<file path="config.mk">
export PLATFORM = sky130hd
export DESIGN_NAME = action_decoder
export DESIGN_NICKNAME = d
export VERILOG_FILES = /design/src/ahci_seq_pkg.sv /design/src/verilog/action_decoder.sv
export SDC_FILE = /design/constraint.sdc
export NUM_CORES = 1
export LEC_CHECK = 0
export BUFFER_PORTS_ARGS = -buffer_cell sky130_fd_sc_hd__buf_2
export CAP_MARGIN = 10
export CORE_MARGIN = 2
export CORE_UTILIZATION = 47
export DETAILED_ROUTE_END_ITERATION = 8
export PLACE_DENSITY = 0.76
export RECOVER_POWER = 50
export SYNTH_ARGS = -nofsm -noshare
export SYNTH_HDL_FRONTEND = slang
export SYNTH_SLANG_ARGS = --single-unit
</file>
<file path="constraint.sdc">
create_clock -name mclk -period 2.4 [get_ports mclk]
set_input_delay 0.48 -clock mclk [delete_from_list [all_inputs] [get_ports mclk]]
set_output_delay 0.48 -clock mclk [all_outputs]
set_load 0.01 [all_outputs]
</file>
<file path="src/ahci_seq_pkg.sv">
`default_nettype none

package ahci_seq_pkg;

    // program word layout
    localparam int PGM_W        = 18;
    localparam int PGM_ADDR_W   = 10;
    localparam int PGM_DEPTH    = 1 << PGM_ADDR_W;   // 1024 words
    localparam int LAST_BIT     = 17;                // last action of a block
    localparam int WAIT_BIT     = 16;                // stall until a done strobe
    localparam int ACT_CODE_W   = 5;                 // action code in low bits
    localparam int COND_SEL_LSB = 10;                // transition word select
    localparam int COND_SEL_W   = 8;
    localparam int TARGET_LSB   = 0;                 // jump target, PGM_ADDR_W wide

    // action pulse vector, bit 0 unused (code 0 = nop)
    localparam int NUM_ACTIONS      = 32;
    localparam int ACT_FETCH_CMD    = 1;
    localparam int ACT_CFIS_XMIT    = 2;
    localparam int ACT_DX_XMIT      = 3;
    localparam int ACT_GET_RFIS     = 4;
    localparam int ACT_GET_DATA_FIS = 5;
    localparam int ACT_PCMD_CR_SET  = 6;
    localparam int ACT_PXCI0_CLEAR  = 7;
    localparam int ACT_SEND_R_OK    = 8;
    localparam int ACT_SEND_R_ERR   = 9;
    localparam int ACT_DMA_ABORT    = 10;
    localparam int ACT_SIRQ_TFE     = 11;

    // conditions, selects at or above NUM_CONDS are false
    localparam int NUM_CONDS            = 16;
    localparam int COND_IDX_W           = $clog2(NUM_CONDS);
    localparam int COND_ALWAYS          = 0;
    localparam int COND_FIS_OK          = 1;
    localparam int COND_FIS_ERR         = 2;
    localparam int COND_FIS_FERR        = 3;
    localparam int COND_FR_D2HR         = 4;
    localparam int COND_FIS_DATA        = 5;
    localparam int COND_FIS_ANY         = 6;
    localparam int COND_NB_ND           = 7;
    localparam int COND_TFD_ERR         = 8;
    localparam int COND_ST_NB_ND        = 9;
    localparam int COND_XFER0           = 10;
    localparam int COND_CHW_DMAA        = 11;
    localparam int COND_CTBA_C          = 12;
    localparam int COND_TX_ERR          = 13;
    localparam int COND_SYNCESC_ERR     = 14;
    localparam int COND_X_RDY_COLLISION = 15;

    localparam logic [7:0] FIS_D2HR = 8'h34;   // D2H register FIS
    localparam logic [7:0] FIS_DATA = 8'h46;   // data FIS

    // fixed entry points
    localparam logic [PGM_ADDR_W-1:0] LABEL_POR        = 10'h000;
    localparam logic [PGM_ADDR_W-1:0] LABEL_HBA_RST    = 10'h002;
    localparam logic [PGM_ADDR_W-1:0] LABEL_PORT_RST   = 10'h004;
    localparam logic [PGM_ADDR_W-1:0] LABEL_COMINIT    = 10'h006;
    localparam logic [PGM_ADDR_W-1:0] LABEL_ST_CLEARED = 10'h008;

endpackage

`default_nettype wire

</file>
<file path="src/verilog/action_decoder.sv">
`timescale 1ns/10ps
`default_nettype none

module action_decoder (
    input  wire                                  mclk,
    input  wire                                  hba_rst,
    input  wire                                  act_en,
    input  wire  [ahci_seq_pkg::ACT_CODE_W-1:0]  code,
    output logic [ahci_seq_pkg::NUM_ACTIONS-1:0] act_pulse   // one cycle, one-hot
);
    import ahci_seq_pkg::*;

    logic [NUM_ACTIONS-1:0] onehot_w;

    always_comb begin
        onehot_w = '0;
        if (code != '0)
            onehot_w[code] = 1'b1;     // code 0 is a nop
    end

    always_ff @(posedge mclk) begin
        if (hba_rst)
            act_pulse <= '0;
        else if (act_en)
            act_pulse <= onehot_w;
        else
            act_pulse <= '0;           // single cycle pulse
    end

    // any pulse is one-hot and follows an enabled word
    a_pulse_onehot: assert property (@(posedge mclk) disable iff (hba_rst)
        (act_pulse != '0) |-> ($onehot(act_pulse) && $past(act_en)))
        else $error("act_pulse not one-hot or not requested");

endmodule

`default_nettype wire

</file>
Word-level counts from Yosys, hierarchy flattened
Cells that the tools add are included.
Widths: inputs -> output; s select.

cells by class
  bitwise operators = 2
  muxes and demuxes = 2
  order comparisons = 2
  reduce and logical (&&, ||, !) cells = 3

operators by type and width
  cell                count
  $lt 5x6->1 const B  1
  $demux 1 s5         1
  $ge 5x1->1 const B  1
  $reduce_bool 5->1   1
  $reduce_or 3->1     1
  $not 1->1           2
  $logic_and 1x1->1   1
  $mux 1              1

word-level totals
  output and inout port bits = 32
  flip-flop bits (word level) = 32

Logic depth before layout (Yosys ltp)
  depth in word-level cells = 4
  mapped depth = 3
  gate-level depth less buffers = 2

Worst setup path after synthesis
Ideal clock, no wire load.

  kind = in2reg
  start = in code[0] (netlist bit)
  end = reg act_pulse[12] (netlist bit)
  cell stages on the path = 3
  arrival = 1,244 ps
  data required time = 2,336 ps
  path slack = 1,092 ps
  cell sequence = or4b_1 buf_4 nor2_2

on the way
  word-level cells in the longest chain between the ends = 4

ends and longest elaborated chain
  item                                                            line                  text
  start: declaration                                              action_decoder.sv:8   input wire [ahci_seq_pkg::ACT_CODE_W-1:0] code,
  $lt 5x6->1 (not written as such) or $ge 5x1->1 (tied branches)  action_decoder.sv:18  onehot_w[code] = 1'b1;
  $logic_and 1x1->1 (not written as such)                         action_decoder.sv:18
  $mux 1 (not written as such)                                    action_decoder.sv:18
  $demux 1 s5                                                     action_decoder.sv:18
  end signal: assignment                                          action_decoder.sv:25  act_pulse <= onehot_w;
  end: declaration                                                action_decoder.sv:9   output logic [ahci_seq_pkg::NUM_ACTIONS-1:0] act_pulse

Parallel ways exist; a longest one is shown, timed or not.
A chain may end at the register's enable or synchronous reset.

Final worst setup path
  start = reg act_pulse[3] (netlist bit)
  end = out act_pulse[3] (netlist bit)

No word-level cell between the ends.

==> results_dict.tcl <==
set metrics [dict create \
    diodes 0 \
    max_freq_mhz 785.3 \
    status "finished, final reports clean" \
    wire_per_inst_microns 11.28 \
    grtUsageTotal_pct 16.95 \
    fin_util_pct 65.96 \
    path_buf_inv 1 \
    post-cts-setup-buffers 0 \
    ys_warn_count 0 \
    p_leak_nw 0.5401 \
    crit_arrival_ps 790 \
    path_clk_slew_ps 100 \
    die_w_microns 47.63 \
    synth_area_leaders "dfxtp_1 (72%), nor2_1 (10%), nor2_2 (4.9%)" \
    clk_path_buf_depth 2 \
    path_max_fanout 1 \
    fp.dieH_microns 47.63 \
    fin_crit_sh_pct 53.06 \
    grt_overflow 0 \
    min_from "code[3]" \
    sequentialPowerShare_pct 61.1 \
    drtPass1Iterations 6 \
    post-place-cells 140 \
    irDropWorstVdd_mv 0.4559 \
    cp.required_ps 1920 \
    cts_buffers 5 \
    gp_congestion 0.7375 \
    grt_max_degree 11 \
    cts_hold_buf 0 \
    hpwl_microns 1102 \
    min_to "act_pulse[28]" \
    cts_max_level 2 \
    drtIter0Drc 15 \
    setup_tns_ps 0 \
    synth_top_area_share_pct 71.61 \
    grt_pass1_wl_microns 2484 \
    ys_seq_area_share_pct 71.61 \
    setup_ws_ps 1127 \
    switching_power_w 0.0001905 \
    crit_chain "buf_2" \
    whs_path_depth 3 \
    fin_cells 148 \
    cts.sinks 32 \
    grt_pass1_vias 560 \
    cts_tree "done" \
    synthCells 79 \
    postSynthAreaPerCell_sq_um 11.32 \
    wirelength_microns 1669 \
    synth_nets 87 \
    io_pins 40 \
    cts-root-buf "clkbuf_4" \
    reg_top3 "act_pulse x32" \
    pre_cts_ws_ps 847.2 \
    total_power_w 0.0008768 \
    rows 15 \
    largest_register_ffs 32 \
    core-area_sq_um 1764 \
    cts_resized 0 \
    intPower_w 0.0006863 \
    start_kind "flop" \
    antenna_left 0 \
    crit_type "reg2out" \
    cpPeakStageDelay_ps 340 \
    drive_gt1_share_pct 41.46 \
    switching_share_pct 21.73 \
    synth_area_sq_um 894.6 \
    largest_register "act_pulse" \
    rsz0062_at_grt "false" \
    fill_cells 165 \
    cap_violations 0 \
    cp-end-kind "output port" \
    yosysTopAreaCell "dfxtp_1" \
    timing.final.hold_violations 0 \
    vias_per_cell 4.554 \
    finalCriticalPeriod_ps 1273 \
    path_depth 1 \
    vias 674 \
    syn2layout_area_growth_pct 30.07 \
    netlist-cell-type-count 13 \
    combPwrFrac_pct 4.0 \
    power_frac_clock_pct 35.0 \
    fp.dieArea_sq_um 2269 \
    crit_family "flip-flops" \
    maxSlewViolCount 0 \
    antenna_found_initial 0 \
    hp-class "in2reg" \
    setup_violations 0 \
    cpMaxStageDelayCell "dfxtp_1" \
    portBuffers 39 \
    num-nets-final 130 \
    ys_ff_latch 32 \
    drc_errors 0 \
    powerDensity_nw_per_um2 753.5 \
    initial_utilization_pct 50.71 \
]
## metrics by stage
step,hold slack [ps],instance area (sq um)
after floorplan,676.7,894.6
after global placement,864.9,1106
after detailed placement,872.6,1106
after CTS,524.9,1167
after global routing,558.0,1164
final,541.5,1164
## power groups by stage
stage	logic [W]	clock network [W]	registers, W
after global routing	0.0000396	0.000336	0.000536
after global placement	0.0000344	0	0.000548
after detailed placement	0.0000354	0	0.000548
after floorplan	0.0000162	0	0.000550
final	0.0000350	0.000306	0.000535
after CTS	0.0000356	0.000316	0.000535
## worst max-delay path by stage
| stage | slack [ps] | from | end |
|---|---|---|---|
| after floorplan | 1090 | code[0] | act_pulse[12] |
| after global placement | 870 | code[0] | act_pulse[28] |
| after detailed placement | 850 | code[0] | act_pulse[28] |
| after CTS | 1120 | act_pulse[22] | act_pulse[22] |
| after global routing | 1090 | act_pulse[22] | act_pulse[22] |
| final | 1130 | act_pulse[3] | act_pulse[3] |
## metal layers
metal | up-vias | GRT usage [%] | share of wire [%]
li1 | 338 | - | -
met1 | 299 | 19.95 | 42
met2 | 32 | 25.41 | 48
met3 | 5 | 7.925 | 7.4
met4 | 0 | 9.730 | 2.3
met5 | - | 0 | 0
## final cells by class
type / instances / area (sq um) / share of cell area [%]
Clock buffer: 6 / 51.30 / 4.409
Clock inverter: 2 / 10.01 / 0.8602
Multi-Input combinational cell: 44 / 239.0 / 20.54
Sequential cell: 32 / 640.6 / 55.05
Tap cell: 25 / 31.28 / 2.688
Timing Repair Buffer: 39 / 191.4 / 16.45
## Yosys cell counts
cell type and count:
dfxtp_1 32, nor2_1 24, nor2_2 7, nand3b_1 3, or3b_1 3, clkbuf_1 2, nand4bb_1 2, buf_4 1
conb_1 1, nand3_1 1, nand4b_1 1, or3_1 1, or4b_1 1
## logic make-up after synthesis
logic type / after synthesis / share of synthesized area (%)
AND/OR/NAND/NOR: 43 / 26.29
flip-flops: 32 / 71.61
buffers and inverters: 3 / 1.679
other: 1 / 0.4192
## placed cells by master (no fill, tap or decap)
cell / count
dfxtp_1: 32
or3b_1: 3
nand4b_1: 1
nor2_2: 7
nand3b_1: 3
clkbuf_8: 1
clkbuf_1: 3
clkinv_2: 2
nand3_1: 1
nor2_1: 24
buf_2: 36
or3_1: 1
nand4bb_1: 2
or4b_1: 1
clkbuf_4: 5
conb_1: 1
Note: power is estimated with default switching activity, not from simulation.
