## config.mk

```make
export PLATFORM = sky130hd
export DESIGN_NAME = fsm_sequencer
export DESIGN_NICKNAME = d
export VERILOG_FILES = /design/src/ahci_seq_pkg.sv /design/src/verilog/fsm_sequencer.sv
export SDC_FILE = /design/constraint.sdc
export NUM_CORES = 1
export LEC_CHECK = 0
export BUFFER_PORTS_ARGS = -buffer_cell sky130_fd_sc_hd__buf_2
export CAP_MARGIN = 20
export CORE_MARGIN = 2
export CORE_UTILIZATION = 30
export CTS_CLUSTER_DIAMETER = 60
export DETAILED_ROUTE_END_ITERATION = 8
export PLACE_DENSITY = 0.61
export REMOVE_ABC_BUFFERS = 1
export SYNTH_ARGS = -nofsm -noshare
export SYNTH_HDL_FRONTEND = slang
export SYNTH_SLANG_ARGS = --single-unit
```

## constraint.sdc

```tcl
create_clock -name mclk -period 2.1 [get_ports mclk]
set_input_delay 0.105 -clock mclk [delete_from_list [all_inputs] [get_ports mclk]]
set_output_delay 0.105 -clock mclk [all_outputs]
set_load 0.05 [all_outputs]
```

## src/ahci_seq_pkg.sv

```systemverilog
`default_nettype none

package ahci_seq_pkg;

    // program word layout
    localparam int PGM_W        = 18;
    localparam int PGM_ADDR_W   = 10;
    localparam int PGM_DEPTH    = 1 << PGM_ADDR_W;   // 1024 words
    localparam int LAST_BIT     = 17;                // last action of a block
    localparam int WAIT_BIT     = 16;                // stall until a done strobe
    localparam int ACT_CODE_W   = 5;                 // action code in low bits
    localparam int COND_SEL_LSB = 10;                // transition word select
    localparam int COND_SEL_W   = 8;
    localparam int TARGET_LSB   = 0;                 // jump target, PGM_ADDR_W wide

    // action pulse vector, bit 0 unused (code 0 = nop)
    localparam int NUM_ACTIONS      = 32;
    localparam int ACT_FETCH_CMD    = 1;
    localparam int ACT_CFIS_XMIT    = 2;
    localparam int ACT_DX_XMIT      = 3;
    localparam int ACT_GET_RFIS     = 4;
    localparam int ACT_GET_DATA_FIS = 5;
    localparam int ACT_PCMD_CR_SET  = 6;
    localparam int ACT_PXCI0_CLEAR  = 7;
    localparam int ACT_SEND_R_OK    = 8;
    localparam int ACT_SEND_R_ERR   = 9;
    localparam int ACT_DMA_ABORT    = 10;
    localparam int ACT_SIRQ_TFE     = 11;

    // conditions, selects at or above NUM_CONDS are false
    localparam int NUM_CONDS            = 16;
    localparam int COND_IDX_W           = $clog2(NUM_CONDS);
    localparam int COND_ALWAYS          = 0;
    localparam int COND_FIS_OK          = 1;
    localparam int COND_FIS_ERR         = 2;
    localparam int COND_FIS_FERR        = 3;
    localparam int COND_FR_D2HR         = 4;
    localparam int COND_FIS_DATA        = 5;
    localparam int COND_FIS_ANY         = 6;
    localparam int COND_NB_ND           = 7;
    localparam int COND_TFD_ERR         = 8;
    localparam int COND_ST_NB_ND        = 9;
    localparam int COND_XFER0           = 10;
    localparam int COND_CHW_DMAA        = 11;
    localparam int COND_CTBA_C          = 12;
    localparam int COND_TX_ERR          = 13;
    localparam int COND_SYNCESC_ERR     = 14;
    localparam int COND_X_RDY_COLLISION = 15;

    localparam logic [7:0] FIS_D2HR = 8'h34;   // D2H register FIS
    localparam logic [7:0] FIS_DATA = 8'h46;   // data FIS

    // fixed entry points
    localparam logic [PGM_ADDR_W-1:0] LABEL_POR        = 10'h000;
    localparam logic [PGM_ADDR_W-1:0] LABEL_HBA_RST    = 10'h002;
    localparam logic [PGM_ADDR_W-1:0] LABEL_PORT_RST   = 10'h004;
    localparam logic [PGM_ADDR_W-1:0] LABEL_COMINIT    = 10'h006;
    localparam logic [PGM_ADDR_W-1:0] LABEL_ST_CLEARED = 10'h008;

endpackage

`default_nettype wire

```

## src/verilog/fsm_sequencer.sv

```systemverilog
`timescale 1ns/10ps
`default_nettype none

module fsm_sequencer (
    input  wire                                  mclk,
    input  wire                                  hba_rst,
    input  wire                                  was_hba_rst,     // picks reset entry
    input  wire                                  was_port_rst,
    input  wire  [ahci_seq_pkg::PGM_W-1:0]       word,            // current program word
    input  wire                                  cond_met,        // selected condition true
    input  wire                                  fis_done,
    input  wire                                  xmit_done,
    input  wire                                  abort_done,
    input  wire                                  cominit_got,
    input  wire                                  unsolicited_en,
    input  wire                                  pcmd_st_cleared,
    output logic [ahci_seq_pkg::PGM_ADDR_W-1:0]  raddr,
    output logic                                 ren,
    output logic                                 act_en,          // fire action of word
    output logic                                 cond_ce,         // take condition snapshot
    output logic [ahci_seq_pkg::PGM_ADDR_W-1:0]  last_jump_addr   // debug
);
    import ahci_seq_pkg::*;

    logic [PGM_ADDR_W-1:0] pgm_addr;          // next address to read
    logic [PGM_ADDR_W-1:0] jump_addr;         // pending jump target
    logic [2:0]            fsm_jump;          // load, preload read, first word valid
    logic                  fsm_preload;
    logic                  fsm_actions;
    logic                  fsm_transitions;
    logic                  fsm_busy;          // waiting for done
    logic                  done_pre;
    logic                  done_r;            // done delayed two cycles
    logic                  async_pend;
    logic                  async_from_st;     // pending request came from ST clear
    logic                  was_rst;

    wire                  last_w    = word[LAST_BIT];
    wire                  wait_w    = word[WAIT_BIT];
    wire [PGM_ADDR_W-1:0] target_w  = word[TARGET_LSB +: PGM_ADDR_W];
    wire                  done_w    = fis_done | xmit_done | abort_done;
    wire                  async_rq  = (cominit_got & unsolicited_en) | pcmd_st_cleared;
    wire                  start_w   = was_rst & ~hba_rst;              // reset just ended
    wire                  actions_w = fsm_actions | fsm_jump[2];       // first word acts at once
    // stalled, between actions or scanning
    wire                  async_ackn = async_pend & (actions_w | fsm_busy | fsm_transitions);
    wire                  act_fire   = actions_w & ~fsm_busy & ~async_pend;
    wire                  scan_w     = fsm_transitions & ~async_pend;
    wire                  fsm_next   = fsm_preload | act_fire | scan_w;
    wire                  pre_jump   = start_w | async_ackn | (scan_w & cond_met);
    // busy without actions phase means the wait belonged to the last action
    wire                  trans_w    = (act_fire & last_w & ~wait_w) |
                                       (fsm_busy & done_r & ~fsm_actions);

    assign raddr   = pgm_addr;
    assign ren     = fsm_next;
    assign act_en  = act_fire;
    assign cond_ce = trans_w;              // snapshot once, held during scan

    always_ff @(posedge mclk) begin
        was_rst <= hba_rst;
    end

    // address path, no reset needed
    always_ff @(posedge mclk) begin
        if (fsm_jump[0])
            pgm_addr <= jump_addr;         // address load
        else if (fsm_next)
            pgm_addr <= pgm_addr + 1'b1;

        if (hba_rst)
            jump_addr <= was_hba_rst  ? LABEL_HBA_RST :
                         was_port_rst ? LABEL_PORT_RST : LABEL_POR;
        else if (async_pend)
            jump_addr <= async_from_st ? LABEL_ST_CLEARED : LABEL_COMINIT;
        else if (scan_w && cond_met)
            jump_addr <= target_w;         // first true transition wins
    end

    always_ff @(posedge mclk) begin
        if (hba_rst) begin
            fsm_jump        <= '0;
            fsm_preload     <= 1'b0;
            fsm_actions     <= 1'b0;
            fsm_transitions <= 1'b0;
            fsm_busy        <= 1'b0;
            done_pre        <= 1'b0;
            done_r          <= 1'b0;
            async_pend      <= 1'b0;
            async_from_st   <= 1'b0;
            last_jump_addr  <= '0;
        end else begin
            fsm_jump    <= {fsm_jump[1:0], pre_jump};
            fsm_preload <= fsm_jump[0];    // read target while loading stage 2
            done_pre    <= done_w;
            done_r      <= done_pre;       // lets inputs settle before snapshot

            if (fsm_jump[0])
                last_jump_addr <= jump_addr;

            if (pre_jump)
                fsm_actions <= 1'b0;       // abandon the block
            else if (act_fire && last_w)
                fsm_actions <= 1'b0;
            else if (fsm_jump[2])
                fsm_actions <= 1'b1;

            if (pre_jump)
                fsm_transitions <= 1'b0;
            else if (trans_w)
                fsm_transitions <= 1'b1;

            if (pre_jump)
                fsm_busy <= 1'b0;          // async acceptance ends the wait
            else if (act_fire)
                fsm_busy <= wait_w;
            else if (done_r)
                fsm_busy <= 1'b0;

            async_pend <= (async_rq | async_pend) & ~async_ackn;
            if (pcmd_st_cleared)
                async_from_st <= 1'b1;
            else if (async_rq && !async_pend)
                async_from_st <= 1'b0;     // cominit only
        end
    end

    // word acts either as action or as transition, never both
    a_phase_excl: assert property (@(posedge mclk) disable iff (hba_rst)
        !(actions_w && fsm_transitions))
        else $error("actions and transitions phase active together");

endmodule

`default_nettype wire

```

# == Yosys cells after proc, flatten, opt, wreduce, memory -nomap -nowiden ==
# Index checks and enable logic that the tools add are counted.
# classes
n_reduce_logical,10
n_mul,0
div,0
addsub,1
order_cmp,0
n_mux,12
n_eq_ne,0
n_bitwise,30
n_shift,0
# ops
cell,count
two-way mux 10 bit,5
AND 1 bit,12
bitwise OR 1 bit,12
"adder 10 x 1 -> 10 bit, second input constant",1
two-way mux 3 bit,2
inverter 1 bit,6
nonzero test 2 bit,3
two-way mux 1 bit,4
two-way mux 4 bit,1
logical AND 1 bit,3
nonzero test 3 bit,1
OR reduction 3 bit,1
OR reduction 2 bit,1
zero test 1 bit,1
# word_totals
wordCells,66
regBits,42
mem_bits_ro,0
out_inout_bits,23
mem_count,0
ram_bits,0
latch_bits,0
input_bits,29

# == Depth between registers and ports, before layout ==
# logic_depth
word_depth,7
mapped_depth,5
mapped_depth_nobuf,4

# == Worst setup path after synthesis ==
# Ideal clock, no wire load.
# synth_path
path_kind,register -> register
start,register async_pend
end,register fsm_transitions
arrival_ps,2420
path_buffers,1
synth_period_minus_slack_ps,2487
path_stages_with_launch,4
setup_slack_ps,-387
required_time_ps,2034
cell_sequence,dfxtp_1 -> buf_2 -> o41ai_1 -> o21a_1
# synth_between
elab_chain_len,5
word_cells_on_any_way,11
cone_classes,bitwise (10); reduce/logical (1)
# synth_rtl
element,line_no,rtl
"start, declared",fsm_sequencer.sv:34,logic async_pend;
"start signal, assigned",fsm_sequencer.sv:120,async_pend <= (async_rq | async_pend) & ~async_ackn;
inverter 1 bit,fsm_sequencer.sv:47,wire act_fire = actions_w & ~fsm_busy & ~async_pend;
AND 1 bit,fsm_sequencer.sv:47,
AND 1 bit (2 in a row),fsm_sequencer.sv:52,wire trans_w = (act_fire & last_w & ~wait_w) |
bitwise OR 1 bit,fsm_sequencer.sv:52,
net cond_ce,fsm_sequencer.sv:20,"output logic cond_ce,"
"end signal, assigned",fsm_sequencer.sv:85,fsm_transitions <= 1'b0;
"end signal, assigned",fsm_sequencer.sv:109,fsm_transitions <= 1'b0;
"end signal, assigned",fsm_sequencer.sv:111,fsm_transitions <= 1'b1;
"end, declared",fsm_sequencer.sv:30,logic fsm_transitions;
# The timed path passes the listed nets, and every way through them passes these cells.
# A chain may end at the register's enable or synchronous reset.

# == Worst setup path in the final report ==
# layout_path
start,register async_pend
end,output port cond_ce
# layout_between
elab_chain_len,5
# layout_rtl
element,line_no
inverter 1 bit,fsm_sequencer.sv:47
AND 1 bit,fsm_sequencer.sv:47
AND 1 bit (2 in a row),fsm_sequencer.sv:52
bitwise OR 1 bit,fsm_sequencer.sv:52
"end, declared",fsm_sequencer.sv:20
# Every way passes these cells.

==> results_dict.tcl <==
set metrics [dict create \
    status "finished, final reports clean" \
    drv_cap 0 \
    final_util_pct 38.82 \
    synth_seq_area_share_pct 58.96 \
    reg2regPathDepth 4 \
    ctsLongestPathBuffers 2 \
    cts_resized 0 \
    clkLatencyLatePin_ns 0.29 \
    rows 27 \
    finalCritPeriodShare_pct 79.26 \
    cts.clk_slew.worst_paths_ns 0.07 \
    hold_path_end "done_pre" \
    drc 0 \
    grt.total_usage_pct 11.28 \
    syn_area_um2 1732 \
    timing.fmax_ghz 0.6008 \
    synth_xor_area_share_pct 1.517 \
    synth_top_family_by_area "simple AND/OR/NAND/NOR gates" \
    period_needed_ns 1.665 \
    muxShareOfSynthArea_pct 1.734 \
    wire_per_inst_um 11.73 \
    vias_per_cell 4.580 \
    io_buffer_count 45 \
    timing.rr.start "raddr[0]" \
    synth_cells 166 \
    synth_cell_types 35 \
    gp_congestion 0.7638 \
    reg2reg_to "raddr[8]" \
    rsz0062_at_grt "false" \
    die_h_um 79.98 \
    startpoint_type "flip-flop" \
    postRouteAntennaNets 0 \
    grt_max_degree 26 \
    power_density_nw_per_um2 820.1 \
    area_growth_pct 24.21 \
    holdCritPathClass "in -> reg" \
    setup_tns_ns 0 \
    wirelength_um 3377 \
    crit_type "reg -> out" \
    synth_simple_gate_area_share_pct 20.88 \
    cts_sinks 41 \
    die_w_um 79.98 \
    cts_tree "built" \
    n_antenna_cell 0 \
    grt_overflow 0 \
    synth_warnings 0 \
    drtIter0Drc 55 \
    setup_viol 0 \
    critical_path_required_ns 2.00 \
    peakVddDrop_mv 0.3927 \
    dp_hpwl_um 2588 \
    hold_slack_ns 0.02842 \
    cp_max_fo 12 \
    p_leak_nw 0.8765 \
    finalHoldViolCount 0 \
    ys_ff_latch 41 \
    cts_root_buffer "clkbuf_8" \
    grt_pass1_wl_um 5609 \
    syn_area_per_cell_um2 10.43 \
    fin_skew_ns 0.004748 \
    vias 1319 \
    min_path_cells 3 \
    synthArstFlopShare_pct 0 \
    first_pass_iters 4 \
    arrival_ns 1.56 \
    core_um2 5540 \
    crit_path_end_kind "output port" \
    finalPower_mw 1.764 \
    antenna_found_initial 0 \
    maxSlewHeadroom_pct 69.57 \
    post_cts_buffers 0 \
    dieArea_um2 6396 \
    r2r_setup_slack_ns 0.58 \
    synthAdderAreaFrac_pct 0.7225 \
    worstMarginPinSlew_ns 0.4564 \
    cts_buffers 5 \
    pin_count 52 \
    final_nets 245 \
    first_global_vias 1202 \
    min_from "abort_done" \
    synth-main-ff-cell "dfxtp_1" \
    cts_hold_buf 0 \
    cts_max_level 2 \
    initial_core_util_pct 31.26 \
    layout-drive-gt1-share_pct 26.85 \
    synth-edff-count 20 \
    drv_slew 0 \
    synth-compound-area-share_pct 13.01 \
]
-- cell usage after synthesis (2+ instances only) --
cell type   n  area, µm²
a21oi_1    14      70.07
clkbuf_1    4      15.01
nand3b_1    2      15.01
nand3_1     8      40.04
nor3_1      2      10.01
inv_1       7      26.28
buf_2       2      10.01
o21a_1      2      15.01
a31oi_1     3      18.77
mux2i_1     3      30.03
nand4_1     2      12.51
o21ai_0     8      40.04
nand2_1    22      82.58
edfxtp_1   20      600.6
nor2_1     12      45.04
or4_1       4      30.03
and2_1      8      50.05
dfxtp_1    21      420.4
o211ai_1    4      30.03
xor2_1      2      17.52
nor2b_1     2      12.51
-- cells in the final DEF, fill, tap and decap left out, types with 2 or more instances in the layout --
cell type,instances
inv_1,7
dfxtp_1,21
mux2i_1,3
nand3_1,8
nor2_1,12
clkinv_1,2
clkbuf_8,5
edfxtp_1,20
nand2_1,22
nand4_1,2
buf_4,3
or4_1,4
and2_1,8
o211ai_1,4
nor2b_1,2
nor3_1,2
a21oi_1,14
o21ai_0,8
o21a_1,2
buf_2,45
nand3b_1,2
a31oi_1,3
xor2_1,2
-- power breakdown --
part	total, mW	switching [mW]	internal (mW)
registers	0.934	0.0369	0.897
logic	0.224	0.151	0.0728
clock network	0.606	0.255	0.351
total	1.76	0.444	1.32
-- routing by layer --
metal,global-route usage (%),share of wire [%]
met1,15.02,48
met2,17.42,45
met3,2.828,5.5
met4,4.576,1.6
met5,0,0
-- critical path, stage by stage, from the launching register on --
cell and delay (ns):
dfxtp_1 0.43, o41ai_1 0.50, buf_2 0.34
-- state kept, by name, indices dropped and copies added, names as in the netlist, 3 cells and up --
register	flops
fsm_jump	3
last_jump_addr	10
jump_addr	10
raddr	10
-- cells by family after synthesis --
logic type,count (synthesis)
AO/OA/AOI/OAI,36
XOR/XNOR,3
adder cells (fa/ha/maj),1
buffers and inverters,14
flip-flops,41
multiplexers,3
AND/OR/NAND/NOR,68
-- worst max-delay path by stage --
| stage | startpoint | to | depth (start not counted) |
|---|---|---|---|
| 2_1_floorplan | async_pend | fsm_transitions | 2 |
| 3_3_place_gp | async_pend | jump_addr[5] | 2 |
| 3_5_place_dp | raddr[0] | raddr[8] | 4 |
| 4_1_cts | async_pend | cond_ce | 2 |
| 5_1_grt | async_pend | cond_ce | 2 |
| 6_report | async_pend | cond_ce | 2 |
-- through the flow --
stage	instance area (µm²)	setup WS (ns)	instances
floorplan	1707	-0.3272	160
global placement	2044	0.5895	280
CTS	2151	0.4072	288
global route	2151	0.2826	288
detailed placement	2044	0.5793	280
finish	2151	0.4354	288
-- area by class of cell --
class | instances | area, µm²
clock buffers | 6 | 72.57
clock inverters | 2 | 33.78
fillers | 585 | 3390
inverters | 8 | 30.03
multi-input cells | 111 | 655.6
flip-flops and latches | 41 | 1021
well taps | 72 | 90.09
repair buffers | 48 | 247.7
(Power assumes the default switching activity.)
